===== src/hw/ldqPkg.sv =====
`default_nettype none

package ldqPkg;

  // queue geometry
  localparam int LINE_ADDR_W = 12;
  localparam int BANK_COUNT = 8;
  localparam int BYTE_LOW_W = 4;
  localparam int II_W = 6;
  localparam int ENTRY_COUNT = 8;
  localparam int THREAD_COUNT = 2;

  // occupancy counter wide enough for ENTRY_COUNT
  localparam int CNT_W = 4;

  // total occupancy that raises stall
  localparam int STALL_LEVEL = 6;

  // address footprint of a load or a store
  typedef struct packed {
    logic [LINE_ADDR_W-1:0] lineAddr;
    logic [BANK_COUNT-1:0] banks;
    logic [BYTE_LOW_W-1:0] byteLow;
  } memRef_t;

  typedef struct packed {
    memRef_t memRef;
    logic [II_W-1:0] ii;
    logic thread;
  } loadReq_t;

  // hit is 0 when no valid entry held the retired index
  typedef struct packed {
    logic hit;
    logic confl;
  } retireRes_t;

endpackage

`default_nettype wire


===== src/hw/ldqArray.sv =====
`timescale 1ns/100ps
`default_nettype none

module ldqArray (
  input  logic                     clk,
  input  logic                     rst,

  input  logic                     newEn,
  input  ldqPkg::loadReq_t         newLoad,

  input  logic                     chkEn,
  input  ldqPkg::memRef_t          storeRef,

  input  logic                     retEn,
  input  logic [ldqPkg::II_W-1:0]  retIi,

  input  logic                     flushEn,
  input  logic                     flushThread,

  input  logic                     stall,

  output logic                     allocAcc,
  output logic                     allocThread,
  output logic                     retHitAcc,
  output logic                     retThread,

  output logic                     retValid,
  output ldqPkg::retireRes_t       retRes
);

  logic [ldqPkg::ENTRY_COUNT-1:0] validVec;
  logic [ldqPkg::ENTRY_COUNT-1:0] retHitVec;
  logic [ldqPkg::ENTRY_COUNT-1:0] conflVec;
  logic [ldqPkg::ENTRY_COUNT-1:0] threadVec;
  logic [ldqPkg::ENTRY_COUNT-1:0] freeSel;
  logic [ldqPkg::ENTRY_COUNT-1:0] allocVec;

  logic anyFree;
  logic newOverlap;
  logic newConfl;
  logic flushNew;
  logic retConflSel;
  logic retThreadSel;

  // lowest free entry
  always_comb begin
    freeSel = '0;
    anyFree = 1'b0;
    for (int i = 0; i < ldqPkg::ENTRY_COUNT; i++) begin
      if (!validVec[i] && !anyFree) begin
        freeSel[i] = 1'b1;
        anyFree = 1'b1;
      end
    end
  end

  // a load of the thread being flushed is lost with it
  assign flushNew = flushEn && (newLoad.thread == flushThread);

  assign allocAcc = newEn && !stall && anyFree && !flushNew;
  assign allocThread = newLoad.thread;
  assign allocVec = allocAcc ? freeSel : '0;

  ldqOverlap newOverlapInst (
    .storeRef(storeRef),
    .loadRef (newLoad.memRef),
    .overlap (newOverlap)
  );

  assign newConfl = chkEn && newOverlap;

  for (genvar e = 0; e < ldqPkg::ENTRY_COUNT; e++) begin : gEntry
    ldqEntry entryInst (
      .clk        (clk),
      .rst        (rst),
      .allocEn    (allocVec[e]),
      .allocReq   (newLoad),
      .allocConfl (newConfl),
      .chkEn      (chkEn),
      .storeRef   (storeRef),
      .retEn      (retEn),
      .retIi      (retIi),
      .flushEn    (flushEn),
      .flushThread(flushThread),
      .valid      (validVec[e]),
      .retHit     (retHitVec[e]),
      .confl      (conflVec[e]),
      .thread     (threadVec[e])
    );
  end

  // indices are distinct, so at most one entry hits
  always_comb begin
    retConflSel = 1'b0;
    retThreadSel = 1'b0;
    for (int i = 0; i < ldqPkg::ENTRY_COUNT; i++) begin
      retConflSel = retConflSel | (retHitVec[i] & conflVec[i]);
      retThreadSel = retThreadSel | (retHitVec[i] & threadVec[i]);
    end
  end

  assign retHitAcc = |retHitVec;
  assign retThread = retThreadSel;

  always_ff @(posedge clk) begin
    if (rst) begin
      retValid <= 1'b0;
    end else begin
      retValid <= retEn;
    end
  end

  always_ff @(posedge clk) begin
    retRes.hit <= retHitAcc;
    retRes.confl <= retConflSel;
  end

endmodule

`default_nettype wire


===== src/hw/ldqEntry.sv =====
`timescale 1ns/100ps
`default_nettype none

module ldqEntry (
  input  logic                     clk,
  input  logic                     rst,

  input  logic                     allocEn,
  input  ldqPkg::loadReq_t         allocReq,
  input  logic                     allocConfl,

  input  logic                     chkEn,
  input  ldqPkg::memRef_t          storeRef,

  input  logic                     retEn,
  input  logic [ldqPkg::II_W-1:0]  retIi,

  input  logic                     flushEn,
  input  logic                     flushThread,

  output logic                     valid,
  output logic                     retHit,
  output logic                     confl,
  output logic                     thread
);

  ldqPkg::loadReq_t req;

  logic chkOverlap;
  logic chkHit;
  logic flushHit;

  ldqOverlap overlapInst (
    .storeRef(storeRef),
    .loadRef (req.memRef),
    .overlap (chkOverlap)
  );

  assign flushHit = valid && flushEn && (flushThread == req.thread);

  assign chkHit = valid && chkEn && chkOverlap;

  // a flush of our thread hides the retire match
  assign retHit = valid && retEn && (retIi == req.ii) && !flushHit;

  assign thread = req.thread;

  always_ff @(posedge clk) begin
    if (rst) begin
      valid <= 1'b0;
      confl <= 1'b0;
    end else if (flushHit) begin
      valid <= 1'b0;
    end else if (allocEn) begin
      valid <= 1'b1;
      // same-cycle store already resolved by the array
      confl <= allocConfl;
    end else begin
      if (retHit) begin
        valid <= 1'b0;
      end
      if (chkHit) begin
        confl <= 1'b1;
      end
    end
  end

  // load fields
  always_ff @(posedge clk) begin
    if (allocEn) begin
      req <= allocReq;
    end
  end

endmodule

`default_nettype wire


===== src/hw/ldqOccupancy.sv =====
`timescale 1ns/100ps
`default_nettype none

module ldqOccupancy (
  input  logic clk,
  input  logic rst,

  input  logic allocAcc,
  input  logic allocThread,

  input  logic retHitAcc,
  input  logic retThread,

  input  logic flushEn,
  input  logic flushThread,

  output logic stall
);

  logic [ldqPkg::THREAD_COUNT-1:0][ldqPkg::CNT_W-1:0] cnt;
  logic [ldqPkg::THREAD_COUNT-1:0][ldqPkg::CNT_W-1:0] cntNext;

  // one bit wider than a counter
  logic [ldqPkg::CNT_W:0] total;

  always_comb begin
    cntNext = cnt;
    total = '0;
    for (int t = 0; t < ldqPkg::THREAD_COUNT; t++) begin
      if (allocAcc && (allocThread == 1'(t))) begin
        cntNext[t] = cntNext[t] + 1'b1;
      end
      if (retHitAcc && (retThread == 1'(t))) begin
        cntNext[t] = cntNext[t] - 1'b1;
      end
      // flush overrides both
      if (flushEn && (flushThread == 1'(t))) begin
        cntNext[t] = '0;
      end
      total = total + {1'b0, cntNext[t]};
    end
  end

  always_ff @(posedge clk) begin
    if (rst) begin
      cnt <= '0;
      stall <= 1'b0;
    end else begin
      cnt <= cntNext;
      stall <= total >= ldqPkg::STALL_LEVEL[ldqPkg::CNT_W:0];
    end
  end

endmodule

`default_nettype wire


===== src/hw/ldqOverlap.sv =====
`timescale 1ns/100ps
`default_nettype none

module ldqOverlap (
  input  ldqPkg::memRef_t storeRef,
  input  ldqPkg::memRef_t loadRef,
  output logic            overlap
);

  logic lineMatch;
  logic bankOverlap;
  logic byteOverlap;

  assign lineMatch = storeRef.lineAddr == loadRef.lineAddr;

  // any shared bank
  assign bankOverlap = |(storeRef.banks & loadRef.banks);

  // any shared byte inside the bank
  assign byteOverlap = |(storeRef.byteLow & loadRef.byteLow);

  assign overlap = lineMatch && bankOverlap && byteOverlap;

endmodule

`default_nettype wire


===== src/hw/ldqTop.sv =====
`timescale 1ns/100ps
`default_nettype none

module ldqTop (
  input  logic                     clk,
  input  logic                     rst,
  input  logic                     newEn,
  input  ldqPkg::loadReq_t         newLoad,
  input  logic                     chkEn,
  input  ldqPkg::memRef_t          storeRef,
  input  logic                     retEn,
  input  logic [ldqPkg::II_W-1:0]  retIi,
  input  logic                     flushEn,
  input  logic                     flushThread,
  output logic                     stall,
  output logic                     retValid,
  output ldqPkg::retireRes_t       retRes
);

  logic allocAcc;
  logic allocThread;
  logic retHitAcc;
  logic retThread;

  ldqArray arrayInst (
    .clk        (clk),
    .rst        (rst),
    .newEn      (newEn),
    .newLoad    (newLoad),
    .chkEn      (chkEn),
    .storeRef   (storeRef),
    .retEn      (retEn),
    .retIi      (retIi),
    .flushEn    (flushEn),
    .flushThread(flushThread),
    .stall      (stall),
    .allocAcc   (allocAcc),
    .allocThread(allocThread),
    .retHitAcc  (retHitAcc),
    .retThread  (retThread),
    .retValid   (retValid),
    .retRes     (retRes)
  );

  ldqOccupancy occInst (
    .clk        (clk),
    .rst        (rst),
    .allocAcc   (allocAcc),
    .allocThread(allocThread),
    .retHitAcc  (retHitAcc),
    .retThread  (retThread),
    .flushEn    (flushEn),
    .flushThread(flushThread),
    .stall      (stall)
  );

endmodule

`default_nettype wire


===== config.mk =====
export PLATFORM = sky130hd
export DESIGN_NAME = ldqTop
export DESIGN_NICKNAME = d
export VERILOG_FILES = /design/src/hw/ldqPkg.sv /design/src/hw/ldqArray.sv /design/src/hw/ldqEntry.sv /design/src/hw/ldqOccupancy.sv /design/src/hw/ldqOverlap.sv /design/src/hw/ldqTop.sv
export SDC_FILE = /design/constraint.sdc
export NUM_CORES = 1
export LEC_CHECK = 0
export ABC_CLOCK_PERIOD_IN_PS = 4710
export BUFFER_PORTS_ARGS = -buffer_cell sky130_fd_sc_hd__buf_4
export CAP_MARGIN = 20
export CORE_ASPECT_RATIO = 0.5
export CORE_MARGIN = 2
export CORE_UTILIZATION = 45
export CTS_BUF_LIST = sky130_fd_sc_hd__clkbuf_16
export DETAILED_ROUTE_END_ITERATION = 8
export PLACE_DENSITY_LB_ADDON = 0.3
export SYNTH_ARGS = -nofsm -noshare
export SYNTH_HDL_FRONTEND = slang
export SYNTH_SLANG_ARGS = --single-unit

===== constraint.sdc =====
create_clock -name clk -period 4.71 [get_ports clk]
set_input_delay 0.942 -clock clk [delete_from_list [all_inputs] [get_ports clk]]
set_output_delay 0.942 -clock clk [all_outputs]
set_load 0.05 [all_outputs]

==> impl_table.tex <==
\begin{tabular}{lr}
\hline
Metric & Value \\
\hline
\multicolumn{2}{l}{\textbf{Outcome}} \\
\quad Result of the run & complete, no violations \\
\multicolumn{2}{l}{\textbf{Floorplanning}} \\
\quad Std-Cell Core Area & 0.0253 mm\^{}2 \\
\quad Chip height & between 100 and 150 um \\
\quad Starting density of the core & a little under half \\
\quad DIE AREA & about 0.027 mm\^{}2 \\
\quad Number of placement rows & between 40 and 50 \\
\quad Horizontal extent of the die & 232 um \\
\quad IO Pins & approximately 70 \\
\multicolumn{2}{l}{\textbf{Logic synthesis}} \\
\quad Seq/Total Area, Yosys & 68.5\% \\
\quad Post-Synthesis Cells & 792 \\
\quad Most used DFF post-synth & sky130\_fd\_sc\_hd\_\_edfxtp\_1 \\
\quad Warnings, synthesis & 0 \\
\quad Count of flip-flops with a built-in enable after synthesis & roughly 250 \\
\quad Mean Syn Cell Area & around 15 um\^{}2 \\
\quad Share of flip-flops with an asynchronous set or reset after synthesis & 0\% \\
\quad Synthesized netlist net count & 869 \\
\quad Post-synth cell types & 54 \\
\quad Mapped cell area & roughly 0.012 mm\^{}2 \\
\quad Flip-flop and latch count after synthesis & 276 \\
\multicolumn{2}{l}{\textbf{Cells and area}} \\
\quad Fraction of the core area covered by cells at the end of the flow & a little over half \\
\quad Net total in the final layout & 943 \\
\quad Diode insertion count for antenna repair & 0 \\
\quad Layout cells sized above 1 & around 15\% \\
\quad Total non-filler cell area in the finished layout & 0.0134 mm\^{}2 \\
\quad Non-Filler Instances & about 1.2k \\
\quad Area added between synthesis and finish & 14.5\% \\
\multicolumn{2}{l}{\textbf{CTS}} \\
\quad Number of buffers added by the clock tree synthesis step & 25 \\
\quad Post-CTS Repair Setup Buffers & 0 \\
\quad Maximum level of the CTS H-tree & 1 \\
\quad CTS Root Buffer Type & sky130\_fd\_sc\_hd\_\_clkbuf\_16 \\
\quad Clock transition at the registers of the reported paths & 0.07 ns \\
\quad CTS tree & built \\
\quad Number of clock sinks seen by CTS & roughly 280 \\
\quad Number of instances resized during post-cts repair & 0 \\
\quad Post-CTS Hold Buffers & 0 \\
\quad Number of buffers between clock root and the deepest sink & 3 \\
\quad Clock network latency to the later pin of the worst-skew pair & 0.54 ns \\
\multicolumn{2}{l}{\textbf{Worst setup path}} \\
\quad Type of the worst setup path & input pin to flip-flop \\
\quad Worst R2R Start & arrayInst.gEntry[6].entryInst.thread\$\_DFFE\_PP\_ \\
\quad CP endpoint kind & flip-flop \\
\quad Data arrival time of the critical path & between 3 and 4 ns \\
\quad Last element of the critical path & occInst.stall\$\_SDFF\_PP0\_ \\
\quad Path length in cells of the critical path & 14 \\
\quad Reg2reg end & occInst.stall\$\_SDFF\_PP0\_ \\
\quad Crit path required time & $\sim$5.2 ns \\
\quad Startpoint type of the worst setup path & input pin \\
\quad CP Max Fanout & 11 \\
\quad Flop-to-flop setup slack & roughly 1.4 ns \\
\quad Crit path from & flushThread \\
\quad Maximum single-stage delay on the critical path & 0.47 ns \\
\quad R2r worst-path depth & 13 \\
\quad Critical path's slowest cell & sky130\_fd\_sc\_hd\_\_fa\_1 \\
\quad Top cell family by delay on the critical path & simple AND/OR/NAND/NOR gates \\
\quad Worst path buffer plus inverter count & 2 \\
\quad Ordered cell list for the critical path & buf\_4 > xor2\_1 > o21ai\_1 > nor4\_1 > nor4\_1 > nor4b\_4 > inv\_1 > a21boi\_0 > nor3\_1 > ha\_1 > fa\_1 > xor2\_1 > nand2\_1 > a31oi\_1 \\
\multicolumn{2}{l}{\textbf{GRT}} \\
\quad Via count of the first global-routing pass & approximately 6.9k \\
\quad Pin count of the biggest net entering global routing & 32 \\
\quad Initial antenna violation count & 1 \\
\quad Remaining global-route overflow & 0 \\
\quad First-pass GRT wire length & 41,600 um \\
\quad Total routing usage reported by global routing & around 20\% \\
\multicolumn{2}{l}{\textbf{Drt}} \\
\quad Detail-routed via count per cell & about 5.6 \\
\quad Wire length reported by the detailed router & 26,900 um \\
\quad DRC violations left & 0 \\
\quad Count of routing violations after the opening detailed-route iteration & between 700 and 800 \\
\quad Antenna Violating Nets Remaining & 0 \\
\quad DR WL/cell & $\sim$22 um \\
\quad Number of vias after detailed routing & between 6k and 7k \\
\quad Router iterations before antenna repair & 5 \\
\multicolumn{2}{l}{\textbf{Timing}} \\
\quad Worst-case setup margin in the final layout & 1.20 ns \\
\quad Tightest hold margin & around 0.48 ns \\
\quad Upper clock frequency limit & 285 MHz \\
\quad Final Skew & $\sim$0.0084 ns \\
\quad Final-report setup violation count & 0 \\
\quad Final critical-path share of the clock period & 74.5\% \\
\quad Fin Setup TNS & 0 ns \\
\quad Final Hold Viols & 0 \\
\quad RSZ-0062 raised after global routing & no \\
\quad Tmin final & 3.51 ns \\
\quad Measured slew at the worst slew-check pin & 0.921 ns \\
\quad Number of slew-limit violations in the final report & 0 \\
\quad Slew margin rel. & roughly 38\% \\
\multicolumn{2}{l}{\textbf{Pwr}} \\
\quad Total design power & approximately 4.9 mW \\
\quad Power density normalized to cell area & around 370 mW/mm\^{}2 \\
\quad Max IR drop VDD & roughly 0.00027 V \\
\quad Leakage component of the power & 4.45 nW \\
\multicolumn{2}{l}{\textbf{Min path}} \\
\quad Class of the tightest hold or removal check & flip-flop to flip-flop \\
\multicolumn{2}{l}{\textbf{Placement}} \\
\quad Number of I/O port buffers & 71 \\
\quad Post-Place Worst Slack & $\sim$0.7 ns \\
\quad Area post-placement & approximately 0.013 mm\^{}2 \\
\quad Estimated wirelength of the detail-placed design & around 18,000 um \\
\quad Weighted congestion reported at the end of routability-driven placement & roughly 0.9 \\
\quad Count of placed standard cells including taps & 1,183 \\
\multicolumn{2}{l}{\textbf{Run}} \\
\quad Max-cap violations & 0 \\
\hline
\end{tabular}
-- flip-flops by register name, summed over array words and instances, names as in the netlist --
register and flops:
arrayInst.gEntry.entryInst.confl 8, arrayInst.retValid 1, arrayInst.retRes 2, arrayInst.gEntry.entryInst.thread 8
occInst.cnt 8, arrayInst.gEntry.entryInst.req 240, occInst.stall 1, arrayInst.gEntry.entryInst.valid 8
-- final cells by class --
cell class	count	area, um^2
repair buffers	84	643
flip-flops and latches	276	8010
well taps	344	430
clock inverters	17	113
clock buffers	25	626
fillers	2071	12000
multi-input cells	463	3500
inverters	16	60.1
-- layout by cell type (no fill, tap or decap), types with 4 or more instances in the layout --
master	count
sky130_fd_sc_hd__a211oi_1	6
sky130_fd_sc_hd__a21oi_1	12
sky130_fd_sc_hd__a221oi_1	13
sky130_fd_sc_hd__a22o_1	9
sky130_fd_sc_hd__a22oi_1	38
sky130_fd_sc_hd__and3_1	7
sky130_fd_sc_hd__buf_4	83
sky130_fd_sc_hd__clkbuf_16	25
sky130_fd_sc_hd__clkinv_1	5
sky130_fd_sc_hd__dfxtp_1	28
sky130_fd_sc_hd__edfxtp_1	248
sky130_fd_sc_hd__ha_1	8
sky130_fd_sc_hd__inv_1	23
sky130_fd_sc_hd__nand2_1	15
sky130_fd_sc_hd__nand3_1	24
sky130_fd_sc_hd__nand4_1	30
sky130_fd_sc_hd__nor2_1	13
sky130_fd_sc_hd__nor2b_1	4
sky130_fd_sc_hd__nor3_1	29
sky130_fd_sc_hd__nor4_1	25
sky130_fd_sc_hd__o21ai_0	4
sky130_fd_sc_hd__xnor2_1	92
sky130_fd_sc_hd__xor2_1	84
-- routing by layer --
metal	GRT usage (%)	part of all wire, %
met5	0	0
met4	4.25	1.7
met3	3.15	6.8
met2	31.6	47
met1	29.5	45
-- worst min path at each step --
stage / start / to / slack [ns] / cells after the start
floorplan: arrayInst.gEntry[1].entryInst.confl$_SDFFE_PP0P_ / arrayInst.gEntry[1].entryInst.confl$_SDFFE_PP0P_ / 0.45 / 2
global placement: arrayInst.gEntry[4].entryInst.confl$_SDFFE_PP0P_ / arrayInst.gEntry[4].entryInst.confl$_SDFFE_PP0P_ / 0.47 / 2
detailed placement: arrayInst.gEntry[1].entryInst.confl$_SDFFE_PP0P_ / arrayInst.gEntry[1].entryInst.confl$_SDFFE_PP0P_ / 0.48 / 2
CTS: arrayInst.gEntry[1].entryInst.confl$_SDFFE_PP0P_ / arrayInst.gEntry[1].entryInst.confl$_SDFFE_PP0P_ / 0.49 / 2
global route: arrayInst.gEntry[3].entryInst.confl$_SDFFE_PP0P_ / arrayInst.gEntry[3].entryInst.confl$_SDFFE_PP0P_ / 0.52 / 2
finish: arrayInst.gEntry[1].entryInst.confl$_SDFFE_PP0P_ / arrayInst.gEntry[1].entryInst.confl$_SDFFE_PP0P_ / 0.48 / 2
-- where the power goes --
group	total, mW	leakage [nW]	internal (mW)	switching, mW
clock	1.89	0.381	1.02	0.869
sequential	2.72	2.47	2.71	0.0174
combinational	0.323	1.60	0.123	0.199
total	4.93	4.45	3.85	1.09
-- synthesized netlist by cell type (3+ instances only) --
master	n	area, um^2
sky130_fd_sc_hd__a2111oi_0	3	26.3
sky130_fd_sc_hd__a211oi_1	6	45.0
sky130_fd_sc_hd__a21oi_1	12	60.1
sky130_fd_sc_hd__a221oi_1	13	114
sky130_fd_sc_hd__a22o_1	9	78.8
sky130_fd_sc_hd__a22oi_1	38	285
sky130_fd_sc_hd__a31oi_1	3	18.8
sky130_fd_sc_hd__and3_1	7	43.8
sky130_fd_sc_hd__buf_2	5	25.0
sky130_fd_sc_hd__buf_4	3	22.5
sky130_fd_sc_hd__clkbuf_1	26	97.6
sky130_fd_sc_hd__dfxtp_1	28	561
sky130_fd_sc_hd__edfxtp_1	248	7450
sky130_fd_sc_hd__ha_1	8	100
sky130_fd_sc_hd__inv_1	16	60.1
sky130_fd_sc_hd__mux2i_1	3	30.0
sky130_fd_sc_hd__nand2_1	15	56.3
sky130_fd_sc_hd__nand3_1	24	120
sky130_fd_sc_hd__nand4_1	30	188
sky130_fd_sc_hd__nor2_1	16	60.1
sky130_fd_sc_hd__nor2b_1	4	25.0
sky130_fd_sc_hd__nor3_1	31	155
sky130_fd_sc_hd__nor3b_1	4	30.0
sky130_fd_sc_hd__nor4_1	25	156
sky130_fd_sc_hd__o21ai_0	4	20.0
sky130_fd_sc_hd__or4_1	3	22.5
sky130_fd_sc_hd__xnor2_1	92	806
sky130_fd_sc_hd__xor2_1	84	736
-- worst reg2reg max path: stages (launching register included) --
cell and delay [ns]:
sky130_fd_sc_hd__edfxtp_1 0.42, sky130_fd_sc_hd__xor2_1 0.16, sky130_fd_sc_hd__o21ai_1 0.36, sky130_fd_sc_hd__nor4_1 0.19, sky130_fd_sc_hd__nor4_1 0.20, sky130_fd_sc_hd__nor4b_4 0.35
sky130_fd_sc_hd__inv_1 0.16, sky130_fd_sc_hd__a21boi_0 0.24, sky130_fd_sc_hd__nor3_1 0.08, sky130_fd_sc_hd__ha_1 0.24, sky130_fd_sc_hd__fa_1 0.47, sky130_fd_sc_hd__xor2_1 0.18
sky130_fd_sc_hd__nand2_1 0.07, sky130_fd_sc_hd__a31oi_1 0.15
-- cells by family (layout without fill, tap and decap cells) --
logic type | Yosys count | count (layout) | synth area share [%]
AO/OA/AOI/OAI | 100 | 100 | 6.39
AND/OR/NAND/NOR | 174 | 174 | 8.64
multiplexers | 4 | 4 | 0.353
flip-flops | 276 | 276 | 68.5
XOR/XNOR | 176 | 176 | 13.2
buffers and inverters | 53 | 142 | 1.92
adder cells (fa/ha/maj) | 9 | 9 | 1.03
No activity file was read; power rests on OpenSTA's default activity.
